--- src/cam_csr_cfg.svh ---
`ifndef CAM_CSR_CFG_SVH
`define CAM_CSR_CFG_SVH

// AXI4-Lite register bus
`define CSR_ADDR_W 8
`define CSR_DATA_W 32
`define CSR_STRB_W 4

// implemented words, CTRL up to STROBE_WIDTH
`define CSR_WORD_N 10

// SPI command word layout
`define SPI_ADDR_W 9
`define SPI_DATA_W 16
`define SPI_DATA_LSB 0
`define SPI_ADDR_LSB 16
`define SPI_OP_BIT 30
`define SPI_READY_BIT 31
// byte strobe that fires the SPI start pulse
`define SPI_START_STRB 3

// interrupt sources
`define IRQ_SRC_N 5

`endif
--- src/cam_csr_pkg.sv ---
`include "cam_csr_cfg.svh"

package cam_csr_pkg;

    typedef logic [`CSR_ADDR_W-1:0] csr_addr_t;
    typedef logic [`CSR_DATA_W-1:0] csr_data_t;
    typedef logic [`CSR_STRB_W-1:0] csr_strb_t;

    // word index, byte address bits 7:2
    typedef enum logic [`CSR_ADDR_W-3:0] {
        CTRL          = 6'd0,
        STATUS        = 6'd1,
        SPI_CMD       = 6'd2,
        SPI_RESULT    = 6'd3,
        FRAME_PERIOD  = 6'd4,
        EXPOSURE_0    = 6'd5,
        EXPOSURE_1    = 6'd6,
        EXPOSURE_2    = 6'd7,
        STROBE_PERIOD = 6'd8,
        STROBE_WIDTH  = 6'd9
    } csr_index_e;

    typedef enum logic {
        SPI_WRITE = 1'b0,
        SPI_READ  = 1'b1
    } spi_op_e;

    typedef enum logic {
        IDLE,
        RESP
    } axil_state_e;

    typedef enum logic [1:0] {
        OKAY   = 2'b00,
        SLVERR = 2'b10
    } resp_t;

endpackage

--- src/cam_csr_top.sv ---
`timescale 1ns/10ps
`include "cam_csr_cfg.svh"

module cam_csr_top
    import cam_csr_pkg::*;
(
    input  logic                   aclk,
    input  logic                   aresetn,

    input  csr_addr_t              s_axi_awaddr,
    input  logic                   s_axi_awvalid,
    output logic                   s_axi_awready,
    input  csr_data_t              s_axi_wdata,
    input  csr_strb_t              s_axi_wstrb,
    input  logic                   s_axi_wvalid,
    output logic                   s_axi_wready,
    output resp_t                  s_axi_bresp,
    output logic                   s_axi_bvalid,
    input  logic                   s_axi_bready,
    input  csr_addr_t              s_axi_araddr,
    input  logic                   s_axi_arvalid,
    output logic                   s_axi_arready,
    output csr_data_t              s_axi_rdata,
    output resp_t                  s_axi_rresp,
    output logic                   s_axi_rvalid,
    input  logic                   s_axi_rready,

    output logic                   soft_reset,
    output logic                   serdes_enable,
    output logic                   subsample,
    output logic                   exposure_enable,
    output logic                   trigger_enable,
    output logic                   vcap_enable,
    output logic                   tag_enable,

    output logic                   spi_start,
    output logic [`SPI_ADDR_W-1:0] spi_addr,
    output spi_op_e                spi_op,
    output logic [`SPI_DATA_W-1:0] spi_wdata,
    input  logic [`SPI_DATA_W-1:0] spi_rdata,
    input  logic                   spi_ready,

    output csr_data_t              frame_period,
    output csr_data_t              exposure_0,
    output csr_data_t              exposure_1,
    output csr_data_t              exposure_2,
    output csr_data_t              strobe_period,
    output csr_data_t              strobe_width,

    input  logic                   serdes_locked,
    input  logic                   vcap_in_done,
    input  logic                   vcap_out_done,
    input  logic                   tag_in_done,
    input  logic                   vcap_current,
    input  logic                   tag_current,
    output logic                   irq_request
);

logic                  wr_en;
csr_index_e            wr_index;
csr_data_t             wr_data;
csr_strb_t             wr_strb;
csr_index_e            rd_index;
csr_data_t             cfg_rdata;
logic                  cfg_hit;
csr_data_t             status_word;
logic [`IRQ_SRC_N-1:0] irq_enable;

cam_axil_port u_port (.*);

cam_config_regs u_regs (.*);

cam_event_unit u_event (.*);

endmodule

--- src/cam_event_unit.sv ---
`timescale 1ns/10ps
`include "cam_csr_cfg.svh"

module cam_event_unit
    import cam_csr_pkg::*;
(
    input  logic                  aclk,
    input  logic                  aresetn,

    input  logic                  serdes_locked,
    input  logic                  spi_ready,
    input  logic                  vcap_in_done,
    input  logic                  vcap_out_done,
    input  logic                  tag_in_done,
    input  logic                  vcap_current,
    input  logic                  tag_current,

    input  logic [`IRQ_SRC_N-1:0] irq_enable,
    output csr_data_t             status_word,
    output logic                  irq_request
);

// serdes lock comes from the sensor clock domain
logic [1:0] lock_sync;
logic       lock_s;

always_ff @(posedge aclk or negedge aresetn) begin
    if (!aresetn) begin
        lock_sync <= 2'b00;
    end else begin
        lock_sync <= {lock_sync[0], serdes_locked};
    end
end

assign lock_s = lock_sync[1];

////////////////////////////////////////////////////////////////////////////
// rising edge interrupt
logic [`IRQ_SRC_N-1:0] src_now;
logic [`IRQ_SRC_N-1:0] src_prev;

assign src_now = {tag_in_done, vcap_out_done, vcap_in_done, spi_ready, lock_s};

always_ff @(posedge aclk or negedge aresetn) begin
    if (!aresetn) begin
        src_prev    <= '0;
        irq_request <= 1'b0;
    end else begin
        src_prev    <= src_now;
        irq_request <= |(src_now & ~src_prev & irq_enable);
    end
end

always_comb begin
    status_word    = '0;
    status_word[0] = lock_s;
    status_word[1] = spi_ready;
    status_word[2] = vcap_in_done;
    status_word[3] = vcap_current;
    status_word[4] = vcap_out_done;
    status_word[5] = tag_in_done;
    status_word[6] = tag_current;
end

endmodule

--- src/cam_config_regs.sv ---
`timescale 1ns/10ps
`include "cam_csr_cfg.svh"

module cam_config_regs
    import cam_csr_pkg::*;
(
    input  logic                   aclk,
    input  logic                   aresetn,

    input  logic                   wr_en,
    input  csr_index_e             wr_index,
    input  csr_data_t              wr_data,
    input  csr_strb_t              wr_strb,
    input  csr_index_e             rd_index,
    output csr_data_t              cfg_rdata,
    output logic                   cfg_hit,

    output logic                   soft_reset,
    output logic                   serdes_enable,
    output logic                   subsample,
    output logic                   exposure_enable,
    output logic                   trigger_enable,
    output logic                   vcap_enable,
    output logic                   tag_enable,
    output logic [`IRQ_SRC_N-1:0]  irq_enable,

    output logic                   spi_start,
    output logic [`SPI_ADDR_W-1:0] spi_addr,
    output spi_op_e                spi_op,
    output logic [`SPI_DATA_W-1:0] spi_wdata,
    input  logic [`SPI_DATA_W-1:0] spi_rdata,
    input  logic                   spi_ready,

    output csr_data_t              frame_period,
    output csr_data_t              exposure_0,
    output csr_data_t              exposure_1,
    output csr_data_t              exposure_2,
    output csr_data_t              strobe_period,
    output csr_data_t              strobe_width
);

csr_data_t ctrl_q;
csr_data_t spi_cmd_q;

// byte-lane update of one word
function automatic csr_data_t merge_bytes(csr_data_t cur, csr_data_t data, csr_strb_t strb);
    csr_data_t res;
    res = cur;
    for (int b = 0; b < `CSR_STRB_W; b++) begin
        if (strb[b]) res[b*8 +: 8] = data[b*8 +: 8];
    end
    return res;
endfunction

always_ff @(posedge aclk or negedge aresetn) begin
    if (!aresetn) begin
        ctrl_q        <= '0;
        spi_cmd_q     <= '0;
        frame_period  <= '0;
        exposure_0    <= '0;
        exposure_1    <= '0;
        exposure_2    <= '0;
        strobe_period <= '0;
        strobe_width  <= '0;
    end else if (wr_en) begin
        case (wr_index)
            CTRL:          ctrl_q <= merge_bytes(ctrl_q, wr_data, wr_strb);
            SPI_CMD:       spi_cmd_q <= merge_bytes(spi_cmd_q, wr_data, wr_strb);
            FRAME_PERIOD:  frame_period <= merge_bytes(frame_period, wr_data, wr_strb);
            EXPOSURE_0:    exposure_0 <= merge_bytes(exposure_0, wr_data, wr_strb);
            EXPOSURE_1:    exposure_1 <= merge_bytes(exposure_1, wr_data, wr_strb);
            EXPOSURE_2:    exposure_2 <= merge_bytes(exposure_2, wr_data, wr_strb);
            STROBE_PERIOD: strobe_period <= merge_bytes(strobe_period, wr_data, wr_strb);
            STROBE_WIDTH:  strobe_width <= merge_bytes(strobe_width, wr_data, wr_strb);
            default: ;
        endcase
    end
end

////////////////////////////////////////////////////////////////////////////
// control fields
assign soft_reset      = ctrl_q[0];
assign serdes_enable   = ctrl_q[1];
assign subsample       = ctrl_q[2];
assign exposure_enable = ctrl_q[8];
assign trigger_enable  = ctrl_q[9];
assign vcap_enable     = ctrl_q[16];
assign tag_enable      = ctrl_q[24];

// bit 0 is the serdes lock source
assign irq_enable = {ctrl_q[28], ctrl_q[22], ctrl_q[20], ctrl_q[7], ctrl_q[4]};

assign spi_wdata = spi_cmd_q[`SPI_DATA_LSB +: `SPI_DATA_W];
assign spi_addr  = spi_cmd_q[`SPI_ADDR_LSB +: `SPI_ADDR_W];
assign spi_op    = spi_op_e'(spi_cmd_q[`SPI_OP_BIT]);

// the top byte holds the opcode, so writing it launches a transfer
always_ff @(posedge aclk or negedge aresetn) begin
    if (!aresetn) begin
        spi_start <= 1'b0;
    end else begin
        spi_start <= wr_en && (wr_index == SPI_CMD) && wr_strb[`SPI_START_STRB];
    end
end

////////////////////////////////////////////////////////////////////////////
// read data
assign cfg_hit = (rd_index < `CSR_WORD_N);

always_comb begin
    cfg_rdata = '0;
    case (rd_index)
        CTRL: cfg_rdata = ctrl_q;
        SPI_CMD, SPI_RESULT: begin
            cfg_rdata[`SPI_READY_BIT] = spi_ready;
            cfg_rdata[`SPI_OP_BIT] = spi_op;
            cfg_rdata[`SPI_ADDR_LSB +: `SPI_ADDR_W] = spi_addr;
            cfg_rdata[`SPI_DATA_LSB +: `SPI_DATA_W] =
                (rd_index == SPI_CMD) ? spi_wdata : spi_rdata;
        end
        FRAME_PERIOD:  cfg_rdata = frame_period;
        EXPOSURE_0:    cfg_rdata = exposure_0;
        EXPOSURE_1:    cfg_rdata = exposure_1;
        EXPOSURE_2:    cfg_rdata = exposure_2;
        STROBE_PERIOD: cfg_rdata = strobe_period;
        STROBE_WIDTH:  cfg_rdata = strobe_width;
        default: ;
    endcase
end

spi_start_single: assert property (@(posedge aclk) disable iff (!aresetn)
    spi_start |=> !spi_start);

endmodule

--- src/cam_axil_port.sv ---
`timescale 1ns/10ps
`include "cam_csr_cfg.svh"

module cam_axil_port
    import cam_csr_pkg::*;
(
    input  logic        aclk,
    input  logic        aresetn,

    input  csr_addr_t   s_axi_awaddr,
    input  logic        s_axi_awvalid,
    output logic        s_axi_awready,

    input  csr_data_t   s_axi_wdata,
    input  csr_strb_t   s_axi_wstrb,
    input  logic        s_axi_wvalid,
    output logic        s_axi_wready,

    output resp_t       s_axi_bresp,
    output logic        s_axi_bvalid,
    input  logic        s_axi_bready,

    input  csr_addr_t   s_axi_araddr,
    input  logic        s_axi_arvalid,
    output logic        s_axi_arready,

    output csr_data_t   s_axi_rdata,
    output resp_t       s_axi_rresp,
    output logic        s_axi_rvalid,
    input  logic        s_axi_rready,

    output logic        wr_en,
    output csr_index_e  wr_index,
    output csr_data_t   wr_data,
    output csr_strb_t   wr_strb,
    output csr_index_e  rd_index,

    input  csr_data_t   cfg_rdata,
    input  logic        cfg_hit,
    input  csr_data_t   status_word
);

////////////////////////////////////////////////////////////////////////////
// write channel
axil_state_e wr_state;

// address and data must arrive together
assign wr_en         = (wr_state == IDLE) && s_axi_awvalid && s_axi_wvalid;
assign s_axi_awready = wr_en;
assign s_axi_wready  = wr_en;
assign wr_index      = csr_index_e'(s_axi_awaddr[`CSR_ADDR_W-1:2]);
assign wr_data       = s_axi_wdata;
assign wr_strb       = s_axi_wstrb;

always_ff @(posedge aclk or negedge aresetn) begin
    if (!aresetn) begin
        wr_state <= IDLE;
    end else if (wr_state == IDLE) begin
        if (wr_en) wr_state <= RESP;
    end else if (s_axi_bready) begin
        wr_state <= IDLE;
    end
end

assign s_axi_bvalid = (wr_state == RESP);
// unmapped and read-only words are silently ignored
assign s_axi_bresp  = OKAY;

////////////////////////////////////////////////////////////////////////////
// read channel
axil_state_e rd_state;

assign s_axi_arready = (rd_state == IDLE) && s_axi_arvalid;
assign rd_index      = csr_index_e'(s_axi_araddr[`CSR_ADDR_W-1:2]);

always_ff @(posedge aclk or negedge aresetn) begin
    if (!aresetn) begin
        rd_state <= IDLE;
    end else if (rd_state == IDLE) begin
        if (s_axi_arready) rd_state <= RESP;
    end else if (s_axi_rready) begin
        rd_state <= IDLE;
    end
end

// capture once, held while rvalid waits
always_ff @(posedge aclk) begin
    if (s_axi_arready) begin
        if (rd_index == STATUS) begin
            s_axi_rdata <= status_word;
            s_axi_rresp <= OKAY;
        end else if (cfg_hit) begin
            s_axi_rdata <= cfg_rdata;
            s_axi_rresp <= OKAY;
        end else begin
            s_axi_rdata <= '0;
            s_axi_rresp <= SLVERR;
        end
    end
end

assign s_axi_rvalid = (rd_state == RESP);

bvalid_held: assert property (@(posedge aclk) disable iff (!aresetn)
    s_axi_bvalid && !s_axi_bready |=> s_axi_bvalid);
rvalid_held: assert property (@(posedge aclk) disable iff (!aresetn)
    s_axi_rvalid && !s_axi_rready |=> s_axi_rvalid && $stable(s_axi_rdata));

endmodule

--- config.mk ---
export PLATFORM = sky130hd
export DESIGN_NAME = cam_csr_top
export DESIGN_NICKNAME = d
export VERILOG_FILES = /design/src/cam_csr_pkg.sv /design/src/cam_csr_top.sv /design/src/cam_event_unit.sv /design/src/cam_config_regs.sv /design/src/cam_axil_port.sv
export VERILOG_INCLUDE_DIRS = /design/src /design/src/src
export SDC_FILE = /design/constraint.sdc
export NUM_CORES = 1
export LEC_CHECK = 0
export ABC_CLOCK_PERIOD_IN_PS = 6600
export BUFFER_PORTS_ARGS = -buffer_cell sky130_fd_sc_hd__buf_2
export CAP_MARGIN = 20
export CORE_MARGIN = 2
export CORE_UTILIZATION = 50
export DETAILED_ROUTE_END_ITERATION = 6
export PLACE_DENSITY = 0.81
export SYNTH_ARGS = -nofsm -noshare
export SYNTH_HDL_FRONTEND = slang
export SYNTH_SLANG_ARGS = --single-unit
--- constraint.sdc ---
create_clock -name aclk -period 6.6 [get_ports aclk]
set_clock_uncertainty 0.15 [all_clocks]
set_input_delay 1.32 -clock aclk [delete_from_list [all_inputs] [get_ports aclk]]
set_output_delay 1.32 -clock aclk [all_outputs]
set_load 0.005 [all_outputs]
==> summary.md, run 1 <==
| Metric | Value |
|---|---|
| Outcome | `complete, but fails checks` |
| Yosys warning count | `0` |
| Crit path capture | `s_axi_wready` |
| Core Region | `around 0.025 mm²` |
| Synthesis-to-layout area growth | `24.9%` |
| Failing checks | `design-rule violations` |
| Largest cells by area after synthesis | `dfrtp_1 51%, mux2_2 22%, edfxtp_1 7.8%` |
| Largest family of logic cells by synthesized area | `multiplexers` |
| Avg WL per Cell | `24.8 µm` |
| Worst-path clk slew | `0.06 ns` |
| TritonRoute pass-1 iters | `7` |
| Max frequency | `roughly 0.28 GHz` |
| Syn Area/Cell | `roughly 15 µm²` |
| Routability congestion estimate | `~0.8` |
| Post-synth top cells | `261 x dfrtp_1, 249 x mux2_2, 62 x nand2_1` |
| Reg-to-Reg Start | `u_port.s_axi_bvalid` |
| Register bit total from synthesis | `294` |
| Post-synth top flop | `dfrtp_1` |
| Rel. slew slack | `0.263` |
| Drc violations | `5` |
| Adder-Cell Fraction of Synth Area | `0` |
| Hold crit path type | `flip-flop to flip-flop` |
| Num Clock Sinks | `just under 300` |
| Flop-to-flop setup slack | `~4.2 ns` |
| Yosys top cell area share | `0.515` |
| Synthesized cell area | `~0.013 mm²` |
| Boundary pin count | `350` |
| Chip Width | `around 160 µm` |
| FP Rows | `slightly below 60` |
| Initial core utilization | `0.507` |
| CTS buffer count | `31` |
| Iter 0 DRT Violations | `about 940` |
| Synth Area in XOR/XNOR | `0` |
| Port-buffer cells | `roughly 340` |
| DR vias | `about 9.2k` |
| Dpl hpwl | `approximately 25000 µm` |
| Yosys cell types | `45` |
| Seq/Total Area, Yosys | `0.593` |
| EDFF count, synth | `33` |
| Final core occ | `0.633` |
| Critical path capture point type | `output pin` |
| RSZ-0062 raised after global routing | `no` |
| Pwr Total | `4.02 mW` |
| Slowest cell on crit path | `and3b_1` |
| Largest net degree at the start of global routing | `between 100 and 150` |
| P_leak | `8.54 nW` |
| Post-route setup TNS | `0 ns` |
| Vias in the first global route | `roughly 9.4k` |
| CP cell instances | `buf_2 -> and3b_1 -> buf_2` |
| Critical path class | `input port to output pin` |
| Crit path launch type | `input port` |
| Crit path launch | `s_axi_wvalid` |
| Critical Path RT | `around 5 ns` |
| Fraction of registers with async set/reset | `0.888` |
| Max stage delay on crit path | `about 0.45 ns` |
| Clock Latency Late Sink | `between 0.5 and 0.6 ns` |
| Final Cycle Share | `0.533` |
| Gr usage total | `0.284` |
| Highest net fanout along the worst path | `11` |
| Initial antenna violation count | `5` |
| Final Slew Violations | `0` |
| Multiplexer share of the synthesized area | `0.283` |
| First-pass GRT wire length | `56800 µm` |
| Layout cells sized above 1 | `0.568` |
| Hold_buf cts | `0` |
| Final setup viols | `0` |
| Vias per cell | `roughly 6.0` |
| CTS tree | `built` |
| Filler Cells Inserted | `between 1.5k and 2k` |
| Arr. time, crit path | `between 2 and 2.5 ns` |
| CP dominant cell by count | `buf_2` |
| Setup Fix Bufs, Post-CTS | `0` |
| Remaining antenna violation count | `0` |
| R2R cell count | `4` |
| Fin cells | `between 1.5k and 2k` |
| Die area | `~0.027 mm²` |
| Worst-Margin Slew | `roughly 1.1 ns` |
| Clock period minus worst slack | `around 3.5 ns` |
| CTS root buffer | `clkbuf_16` |
| H-tree depth | `1` |
| Max-cap violations | `0` |
| Synth area leader | `dfrtp_1` |
| Final net count | `between 1k and 1.5k` |
| Synth Area in Compound Gates | `0.0552` |
| DP Cell Count | `~1.5k` |
| Top-count cell post-synth | `dfrtp_1` |
| PwrDens | `254 mW/mm²` |
| Largest vdd supply drop | `~0.2 mV` |
| RR Endpoint | `u_regs.strobe_width[2]` |
| Synthesized instance count | `around 850` |
| Clk buf depth | `3` |
| Gr ovfl total | `0` |
| Number of gates resized after CTS | `0` |
| Simple-gate share of the synthesized area | `0.0542` |
| Final WL | `about 39000 µm` |
| Die Y | `around 160 µm` |
| Final hold vios | `0` |
metrics by stage:
step / hold slack, ns / worst slack (ns) / instance area, µm²
floorplan: 0.181 / 2.26 / 12700
global placement: 0.187 / 2.58 / 14800
detailed placement: 0.189 / 2.59 / 14800
CTS: 0.203 / 3.05 / 15800
global route: 0.215 / 2.99 / 15800
finish: 0.203 / 3.08 / 15800
registers in the layout, summed over array words and instances (netlist names):
| signal | cells |
|---|---|
| u_event.irq_request | 1 |
| u_event.lock_sync | 2 |
| u_event.src_prev | 5 |
| u_port.s_axi_bvalid | 1 |
| u_port.s_axi_rdata | 32 |
| u_port.s_axi_rresp | 1 |
| u_port.s_axi_rvalid | 1 |
| u_regs.ctrl_q | 32 |
| u_regs.exposure_0 | 32 |
| u_regs.exposure_1 | 32 |
| u_regs.exposure_2 | 32 |
| u_regs.frame_period | 32 |
| u_regs.spi_cmd_q | 26 |
| u_regs.spi_start | 1 |
| u_regs.strobe_period | 32 |
| u_regs.strobe_width | 32 |
cell usage in the layout, fill, tap and decap left out, types with 3 or more instances in the layout:
master / count
nand2_2: 4
buf_4: 9
and2_1: 4
nand2_1: 62
mux4_2: 19
nor2_8: 4
clkinv_2: 6
mux2i_1: 13
a222oi_1: 26
clkbuf_1: 4
nand2b_1: 4
a21o_1: 3
clkbuf_16: 33
nor2_1: 8
a22oi_1: 34
inv_1: 3
buf_2: 340
dfrtp_1: 261
edfxtp_1: 33
a2bb2oi_1: 8
clkinvlp_4: 3
mux2_2: 249
conb_1: 3
a22o_1: 3
diode_2: 3
clkbuf_8: 7
nand3_1: 13
mux2_1: 20
nor3_2: 4
cells by family after synthesis:
| family | after synthesis |
|---|---|
| AO/OA/AOI/OAI | 84 |
| buffers and inverters | 40 |
| flip-flops | 294 |
| multiplexers | 301 |
| other | 1 |
| AND/OR/NAND/NOR | 125 |
critical path: cells and delay by family:
| kind | cells | cell delay (ns) |
|---|---|---|
| buffers and inverters | 2 | 0.28 |
| AND/OR/NAND/NOR | 1 | 0.45 |
worst min path at each step:
stage                               startpoint              endpoint  slack, ns  depth (start not counted)
after floorplan           u_event.lock_sync[0]  u_event.lock_sync[1]       0.18                          0
after global placement    u_event.lock_sync[0]  u_event.lock_sync[1]       0.19                          0
after detailed placement  u_event.lock_sync[0]  u_event.lock_sync[1]       0.19                          0
after CTS                 u_event.lock_sync[0]  u_event.lock_sync[1]       0.20                          0
after global routing      u_event.lock_sync[0]  u_event.lock_sync[1]       0.22                          0
final                     u_event.lock_sync[0]  u_event.lock_sync[1]       0.20                          0
final cells by class:
class / instances / area, µm² / share of cell area
well taps: 330 / 413 / 0.0261
multi-input cells: 513 / 5030 / 0.317
inverters: 3 / 11.3 / 0.000711
diodes: 3 / 7.51 / 0.000474
clock buffers: 44 / 937 / 0.0592
clock inverters: 13 / 111 / 0.00703
flip-flops and latches: 294 / 7520 / 0.475
repair buffers: 352 / 1810 / 0.114
routing by layer:
metal / up-vias / track usage / wire length, µm
met5: - / 0 / 27
met2: 475 / 0.465 / 18700
li1: 3921 / - / -
met3: 101 / 0.0617 / 3350
met1: 4741 / 0.374 / 15200
met4: 4 / 0.105 / 1250
report_power, final:
group / switching [mW] / internal (mW)
Sequential: 0.0531 / 1.91
Clock: 0.722 / 1.03
Combinational: 0.172 / 0.139
Power figures use the tool's default switching activity.
==> run 2, diff against run 1 <==
--- a/config.mk
+++ b/config.mk
@@ -6,11 +6,12 @@
 export SDC_FILE = /design/constraint.sdc
 export NUM_CORES = 1
 export LEC_CHECK = 0
-export ABC_CLOCK_PERIOD_IN_PS = 6600
+export ABC_AREA = 1
+export ABC_CLOCK_PERIOD_IN_PS = 3130
 export BUFFER_PORTS_ARGS = -buffer_cell sky130_fd_sc_hd__buf_2
 export CAP_MARGIN = 20
 export CORE_MARGIN = 2
-export CORE_UTILIZATION = 50
+export CORE_UTILIZATION = 48
 export DETAILED_ROUTE_END_ITERATION = 6
 export PLACE_DENSITY = 0.81
 export SYNTH_ARGS = -nofsm -noshare
==> constraint.sdc (replaced) <==
create_clock -name aclk -period 3.13 [get_ports aclk]
set_clock_uncertainty 0.15 [all_clocks]
set_input_delay 0.626 -clock aclk [delete_from_list [all_inputs] [get_ports aclk]]
set_output_delay 0.626 -clock aclk [all_outputs]
set_load 0.005 [all_outputs]
==> run 2 against run 1 <==
Effect of this change: the flow now finishes without violations; sequential power increased by 110%; die area increased by 8.2%; synthesized cell count increased by 82%; total power increased by 110%; sequential share of layout area decreased by 1.3 points; cell count increased by 45%; utilization decreased by 2.9 points; area after synthesis increased by 4.1%; wire length increased by 11%.
==> summary.md, run 2 <==
| Metric | Value |
|---|---|
| H-tree depth | `1 (unchanged)` |
| Critical path capture point type | `output pin (unchanged)` |
| Min setup slack post-route | `0.776 ns (was 3.08 ns)` |
| Syn Area/Cell | `8.57 µm² (was 15.0 µm²)` |
| Largest cells by area after synthesis | `dfrtp_1 49%, nand2_1 16%, edfxtp_1 7.5% (was dfrtp_1 51%, mux2_2 22%, edfxtp_1 7.8%)` |
| Most frequent cells in the layout | `553 x nand2_1, 341 x buf_2, 261 x dfrtp_1, 196 x o21ai_0, 124 x nand3_1 (was 340 x buf_2, 261 x dfrtp_1, 249 x mux2_2, 62 x nand2_1, 34 x a22oi_1)` |
| Logic pwr share | `0.084 (was 0.077)` |
| Boundary pin count | `350 (unchanged)` |
| Yosys warning count | `0 (unchanged)` |
| Drc violations | `0 (was 5)` |
| RSZ-0062 raised after global routing | `no (unchanged)` |
| Register bit total from synthesis | `294 (unchanged)` |
| Iter 0 DRT Violations | `1097 (was 944)` |
| Synth Area in Compound Gates | `0.122 (was 0.0552)` |
| Chip Width | `170 µm (was 163 µm)` |
| Synth area leader | `dfrtp_1 (unchanged)` |
| Arr. time, crit path | `1.58 ns (was 2.05 ns)` |
| FP Rows | `60 (was 58)` |
| Final Slew Violations | `0 (unchanged)` |
| Die Y | `170 µm (was 163 µm)` |
| Rel. slew slack | `0.480 (was 0.263)` |
| Synthesized instance count | `1542 (was 845)` |
| Initial core utilization | `0.490 (was 0.507)` |
| DR vias | `12.3k (was 9242)` |
| Clock Latency Late Sink | `0.56 ns (was 0.55 ns)` |
| Port-buffer cells | `342 (unchanged)` |
| Initial antenna violation count | `5 (unchanged)` |
| Clock share of power | `0.421 (was 0.435)` |
| CTS tree | `built (unchanged)` |
| Multiplexer share of the synthesized area | `0 (was 0.283)` |
| Num Clock Sinks | `294 (unchanged)` |
| Post-synth top flop | `dfrtp_1 (unchanged)` |
| Remaining antenna violation count | `0 (unchanged)` |
| Post-route setup TNS | `0 ns (unchanged)` |
| Die area | `0.0289 mm² (was 0.0267 mm²)` |
| Avg WL per Cell | `19.0 µm (was 24.8 µm)` |
| Final hold vios | `0 (unchanged)` |
| CTS buffer count | `31 (unchanged)` |
| DP Area | `0.0153 mm² (was 0.0148 mm²)` |
| PwrDens | `516 mW/mm² (was 254 mW/mm²)` |
| Internal Power | `6.34 mW (was 3.08 mW)` |
| Top-count cell post-synth | `nand2_1 (was dfrtp_1)` |
| Pwr Total | `8.40 mW (was 4.02 mW)` |
| Largest vdd supply drop | `0.337 mV (was 0.202 mV)` |
| EDFF count, synth | `33 (unchanged)` |
| Vias per cell | `5.46 (was 5.95)` |
| Number of gates resized after CTS | `0 (unchanged)` |
| Adder-Cell Fraction of Synth Area | `0 (unchanged)` |
| Worst-path clk slew | `0.06 ns (about the same)` |
| Fin cells | `2250 (was 1552)` |
| Hold crit path type | `input port to flip-flop (was flip-flop to flip-flop)` |
| Switching pwr | `2.06 mW (was 947 µW)` |
| TritonRoute pass-1 iters | `6 (was 7)` |
| Synth Area in XOR/XNOR | `0 (unchanged)` |
| P_leak | `8.71 nW (was 8.54 nW)` |
| Largest net degree at the start of global routing | `83 (was 141)` |
| Final WL | `42800 µm (was 38500 µm)` |
| Routability congestion estimate | `0.936 (was 0.805)` |
| Sw frac | `0.246 (was 0.235)` |
| Highest net fanout along the worst path | `6 (was 11)` |
| Core Region | `0.0270 mm² (was 0.0250 mm²)` |
| First-pass GRT wire length | `66000 µm (was 56800 µm)` |
| Dpl ws | `0.370 ns (was 2.59 ns)` |
| Fraction of registers with async set/reset | `0.888 (unchanged)` |
| Synthesized cell area | `0.0132 mm² (was 0.0127 mm²)` |
| Critical path class | `flip-flop to output pin (was input port to output pin)` |
| Clk buf depth | `3 (unchanged)` |
| Dpl hpwl | `31000 µm (was 25500 µm)` |
| Yosys cell types | `27 (was 45)` |
| Final instance area | `0.0163 mm² (was 0.0158 mm²)` |
| Seq/Total Area, Yosys | `0.570 (was 0.593)` |
| Critical Path RT | `2.35 ns (was 5.13 ns)` |
| CTS root buffer | `clkbuf_16 (unchanged)` |
| Largest family of logic cells by synthesized area | `simple AND/OR/NAND/NOR gates (was multiplexers)` |
| Sequential power share | `0.495 (was 0.488)` |
| Layout cells sized above 1 | `0.267 (was 0.568)` |
| Gr ovfl total | `0 (unchanged)` |
| DP Cell Count | `2188 (was 1491)` |
| Worst-Margin Slew | `0.780 ns (was 1.10 ns)` |
| Synthesis-to-layout area growth | `23.3% (was 24.9%)` |
| Vias in the first global route | `11.9k (was 9367)` |
| Gr usage total | `0.294 (was 0.284)` |
| Final net count | `1963 (was 1277)` |
| Simple-gate share of the synthesized area | `0.253 (was 0.0542)` |
| Max-cap violations | `0 (unchanged)` |
| Clock period minus worst slack | `about 2.4 ns` |
| Crit path launch type | `flip-flop (was input port)` |
| Final core occ | `0.604 (was 0.633)` |
| Hold Worst Slack | `0.0478 ns (was 0.203 ns)` |
| Yosys top cell area share | `0.495 (was 0.515)` |
| Final Cycle Share | `0.752` |
| Outcome | `finished, final reports clean (was complete, but fails checks)` |
| Post-synth top cells | `553 x nand2_1, 261 x dfrtp_1, 196 x o21ai_0 (was 261 x dfrtp_1, 249 x mux2_2, 62 x nand2_1)` |
| Commonest non-fill, non-tap cell in the layout | `nand2_1 (was buf_2)` |
| Final setup viols | `0 (unchanged)` |
| Max frequency | `0.425 GHz` |
run 2: power groups by stage:
stage	Combinational, mW	Clock [mW]	Sequential, mW
floorplan	0.267	0	4.22
global placement	0.687	0	4.22
detailed placement	0.708	0	4.22
CTS	0.712	3.56	4.16
global route	0.788	3.72	4.18
finish	0.707	3.53	4.16
run 2: worst paths after layout:
path / start / end / slack (ns) / cells after the start
worst max register to register: u_port.s_axi_bvalid / u_regs.exposure_0[29] / 0.91 / 8
worst min register to register: u_event.lock_sync[0] / u_event.lock_sync[1] / 0.22 / 0
worst max-delay path: u_port.s_axi_bvalid / s_axi_awready / 0.78 / 4
max in group asynchronous: aresetn / u_regs.frame_period[0] / 1.45 / 3
worst min-delay path: serdes_locked / u_event.lock_sync[0] / 0.05 / 1
min in group asynchronous: aresetn / u_regs.exposure_1[31] / 0.52 / 2
run 2: cell type report:
class                      instances  area (µm²)
antenna                            4        10.0
clock inverter                     4        20.0
sequential                       294        7520
clock buffer                      53         958
inverter                          85         319
tap                              341         427
fill                            2310       10700
multi-input combinational       1091        4980
timing repair buffer             378        2040
run 2: cells by family (layout without fill, tap and decap cells):
family                 Yosys count  after routing
other                            1              7
AO/OA/AOI/OAI                  279            279
AND/OR/NAND/NOR                809            809
flip-flops                     294            294
buffers and inverters          159            520
run 2: worst max-delay path: stages, from the launching register on:
cell	delay (ns)
dfrtp_1	0.37
inv_1	0.07
nand3_1	0.08
inv_1	0.31
buf_2	0.19
run 2: timing repair:
| item | in CTS | in global routing |
|---|---|---|
| hold buffers | 1 | 0 |
| hold endpoints to repair | 76 | 0 |
| buffers inserted | 0 | 0 |
| setup endpoints to repair | 0 | 0 |
run 2: routing by layer:
metal,global-route usage,share of wire
met1,0.393,0.41
met2,0.480,0.47
met5,0,0.00023
met4,0.107,0.031
met3,0.0556,0.090
==> run 3, diff against run 2 <==
--- a/config.mk
+++ b/config.mk
@@ -7,7 +7,7 @@
 export NUM_CORES = 1
 export LEC_CHECK = 0
 export ABC_AREA = 1
-export ABC_CLOCK_PERIOD_IN_PS = 3130
+export ABC_CLOCK_PERIOD_IN_PS = 2100
 export BUFFER_PORTS_ARGS = -buffer_cell sky130_fd_sc_hd__buf_2
 export CAP_MARGIN = 20
 export CORE_MARGIN = 2
==> constraint.sdc (replaced) <==
create_clock -name aclk -period 2.1 [get_ports aclk]
set_clock_uncertainty 0.15 [all_clocks]
set_input_delay 0.42 -clock aclk [delete_from_list [all_inputs] [get_ports aclk]]
set_output_delay 0.42 -clock aclk [all_outputs]
set_load 0.005 [all_outputs]
==> run 3 against run 2 <==
Effect of this change: global-route usage rose by 0.69 points; clock power rose by 67%; combinational power rose by 58%; the run now ends with design-rule violations left; worst hold slack got worse by 0.037 ns; total power rose by 57%; highest routed layer is now met4; sequential power rose by 49%; count of clock-buffer cells in the layout fell by 2; largest power group unchanged; cell count rose by 2.4%; register-to-register slack got worse by 0.72 ns; die area did not move.
==> summary.md, run 3 (synthesis gave the netlist of run 2 again) <==
| Metric | Value |
|---|---|
| CTS buffer count | `34 (was 31)` |
| Hold Path Cell Cnt | `3 (was 1)` |
| Layout cells sized above 1 | `0.280 (was 0.267)` |
| Max frequency | `a little under 0.5 GHz` |
| Filler Cells Inserted | `2200 (was 2310)` |
| Initial antenna violation count | `3 (was 5)` |
| WHS Endpoint | `u_regs.spi_cmd_q[18] (was u_event.lock_sync[0])` |
| Final Slew Violations | `0 (unchanged)` |
| Final core occ | `0.632 (was 0.604)` |
| Largest vdd supply drop | `0.525 mV (was 0.337 mV)` |
| Most frequent cells in the layout | `551 x nand2_1, 341 x buf_2, 261 x dfrtp_1, 196 x o21ai_0, 124 x nand3_1 (was 553 x nand2_1, 341 x buf_2, 261 x dfrtp_1, 196 x o21ai_0, 124 x nand3_1)` |
| CTS tree | `built (unchanged)` |
| Logic pwr share | `0.085 (was 0.084)` |
| Worst Hold Launch | `s_axi_wdata[18] (was serdes_locked)` |
| Final hold vios | `0 (unchanged)` |
| Initial core utilization | `0.490 (unchanged)` |
| Synthesis-to-layout area growth | `29.1% (was 23.3%)` |
| Num Clock Sinks | `294 (unchanged)` |
| Clk buf depth | `3 (unchanged)` |
| Final instance area | `0.0170 mm² (was 0.0163 mm²)` |
| Hold crit path type | `input port to flip-flop (unchanged)` |
| Remaining antenna violation count | `0 (unchanged)` |
| H-tree depth | `2 (was 1)` |
| Final setup viols | `0 (unchanged)` |
| Reg-to-Reg Start | `u_port.s_axi_bvalid (unchanged)` |
| Die Y | `170 µm (unchanged)` |
| Rel. slew slack | `0.551 (was 0.480)` |
| Sequential power share | `0.469 (was 0.495)` |
| Largest net degree at the start of global routing | `65 (was 83)` |
| Internal Power | `10.0 mW (was 6.34 mW)` |
| Drc violations | `1 (was 0)` |
| Vias in the first global route | `12.1k (was 11.9k)` |
| DR vias | `12.6k (was 12.3k)` |
| Failing checks | `design-rule violations` |
| Final Cycle Share | `0.957` |
| Sw frac | `0.242 (was 0.246)` |
| Clock Latency Late Sink | `0.50 ns (was 0.56 ns)` |
| Final WL | `43500 µm (was 42800 µm)` |
| Iter 0 DRT Violations | `1389 (was 1097)` |
| Switching pwr | `3.20 mW (was 2.06 mW)` |
| RR Endpoint | `u_regs.exposure_1[1] (was u_regs.exposure_0[29])` |
| Die area | `0.0289 mm² (unchanged)` |
| R2R cell count | `8 (unchanged)` |
| FP Rows | `60 (unchanged)` |
| Gr usage total | `0.301 (was 0.294)` |
| Outcome | `complete, but fails checks (was finished, final reports clean)` |
| DP Area | `0.0157 mm² (was 0.0153 mm²)` |
| Clock period minus worst slack | `between 2 and 2.5 ns` |
| Routability congestion estimate | `0.923 (was 0.936)` |
| Clock share of power | `0.446 (was 0.421)` |
| Gr ovfl total | `0 (unchanged)` |
| First-pass GRT wire length | `67300 µm (was 66000 µm)` |
| Critical Path RT | `1.53 ns (was 2.35 ns)` |
| Core Region | `0.0270 mm² (unchanged)` |
| Setup Fix Bufs, Post-CTS | `0 (unchanged)` |
| Port-buffer cells | `342 (unchanged)` |
| Commonest non-fill, non-tap cell in the layout | `nand2_1 (unchanged)` |
| Arr. time, crit path | `1.44 ns (was 1.58 ns)` |
| Final net count | `2018 (was 1963)` |
| Worst-Margin Slew | `0.673 ns (was 0.780 ns)` |
| RSZ-0062 raised after global routing | `no (unchanged)` |
| Avg WL per Cell | `18.9 µm (was 19.0 µm)` |
| Critical path capture point type | `output pin (unchanged)` |
| Flop-to-flop setup slack | `0.19 ns (was 0.91 ns)` |
| TritonRoute pass-1 iters | `7 (was 6)` |
| PwrDens | `776 mW/mm² (was 516 mW/mm²)` |
| Crit path launch type | `flip-flop (unchanged)` |
| Vias per cell | `5.49 (was 5.46)` |
| Dpl hpwl | `31600 µm (was 31000 µm)` |
| Highest net fanout along the worst path | `5 (was 6)` |
| CTS root buffer | `clkbuf_16 (unchanged)` |
| P_leak | `9.08 nW (was 8.71 nW)` |
| Worst-path clk slew | `0.06 ns (about the same)` |
| Pwr Total | `13.2 mW (was 8.40 mW)` |
| Boundary pin count | `350 (unchanged)` |
| Critical path class | `flip-flop to output pin (unchanged)` |
| Chip Width | `170 µm (unchanged)` |
| Max-cap violations | `0 (unchanged)` |
-- run 3: power by group through the flow --
| stage | registers (mW) | clock network, mW | logic [mW] |
|---|---|---|---|
| floorplan | 6.28 | 0 | 0.398 |
| global placement | 6.29 | 0 | 1.06 |
| detailed placement | 6.30 | 0 | 1.09 |
| CTS | 6.20 | 5.97 | 1.12 |
| global route | 6.23 | 6.20 | 1.24 |
| finish | 6.20 | 5.91 | 1.12 |
-- run 3: metrics by stage --
| step | setup slack (ns) | hold slack [ns] | TNS (ns) | std cells |
|---|---|---|---|---|
| after detailed placement | -0.143 | 0.191 | -7.81 | 2221 |
| after global routing | 0.0308 | 0.0163 | 0 | 2303 |
| after CTS | 0.0510 | 0.00262 | 0 | 2300 |
| final | 0.0894 | 0.0112 | 0 | 2303 |
| after global placement | -0.0888 | 0.192 | -3.87 | 2221 |
| after floorplan | 0.362 | -0.0256 | 0 | 1544 |
-- run 3: per-layer routing --
layer / vias up / wire (µm) / track usage
met3: 113 / 3850 / 0.0551
met4: 0 / 1550 / 0.113
li1: 5822 / - / -
met2: 705 / 20600 / 0.491
met5: - / 0 / 0
met1: 6009 / 17500 / 0.403
-- run 3: area by class of cell --
class                   count  area, µm²  area share
multi-input cells        1091       4990       0.292
clock inverters             8       93.8     0.00551
repair buffers            430       2670       0.157
clock buffers              51       1020      0.0597
well taps                 341        427      0.0250
diodes                      3       7.51    0.000440
flip-flops and latches    294       7520       0.441
inverters                  85        322      0.0189
-- run 3: worst max-delay path, stage by stage (launching register included) --
cell and delay (ns):
dfrtp_1 0.37, inv_1 0.06, nand3_1 0.12, inv_4 0.15, buf_4 0.13, buf_2 0.10
-- run 3: worst max path at each step --
stage          cells past startpoint           startpoint                      to  slack [ns]
2_1_floorplan                      3  u_port.s_axi_rvalid           s_axi_arready        0.36
3_3_place_gp                       8      s_axi_awaddr[7]       u_regs.ctrl_q[14]       -0.09
3_5_place_dp                      10      s_axi_araddr[4]  u_port.s_axi_rdata[31]       -0.14
4_1_cts                            5  u_port.s_axi_bvalid           s_axi_awready        0.05
5_1_grt                            5  u_port.s_axi_bvalid           s_axi_awready        0.03
6_report                           5  u_port.s_axi_bvalid           s_axi_awready        0.09
-- run 3: what timing repair did --
item | 4_1_cts | 5_1_grt
hold buffers | 20 | 0
setup endpoints to repair | 2 | 17
hold endpoints to repair | 73 | 0
gates resized for setup | 1 | 3
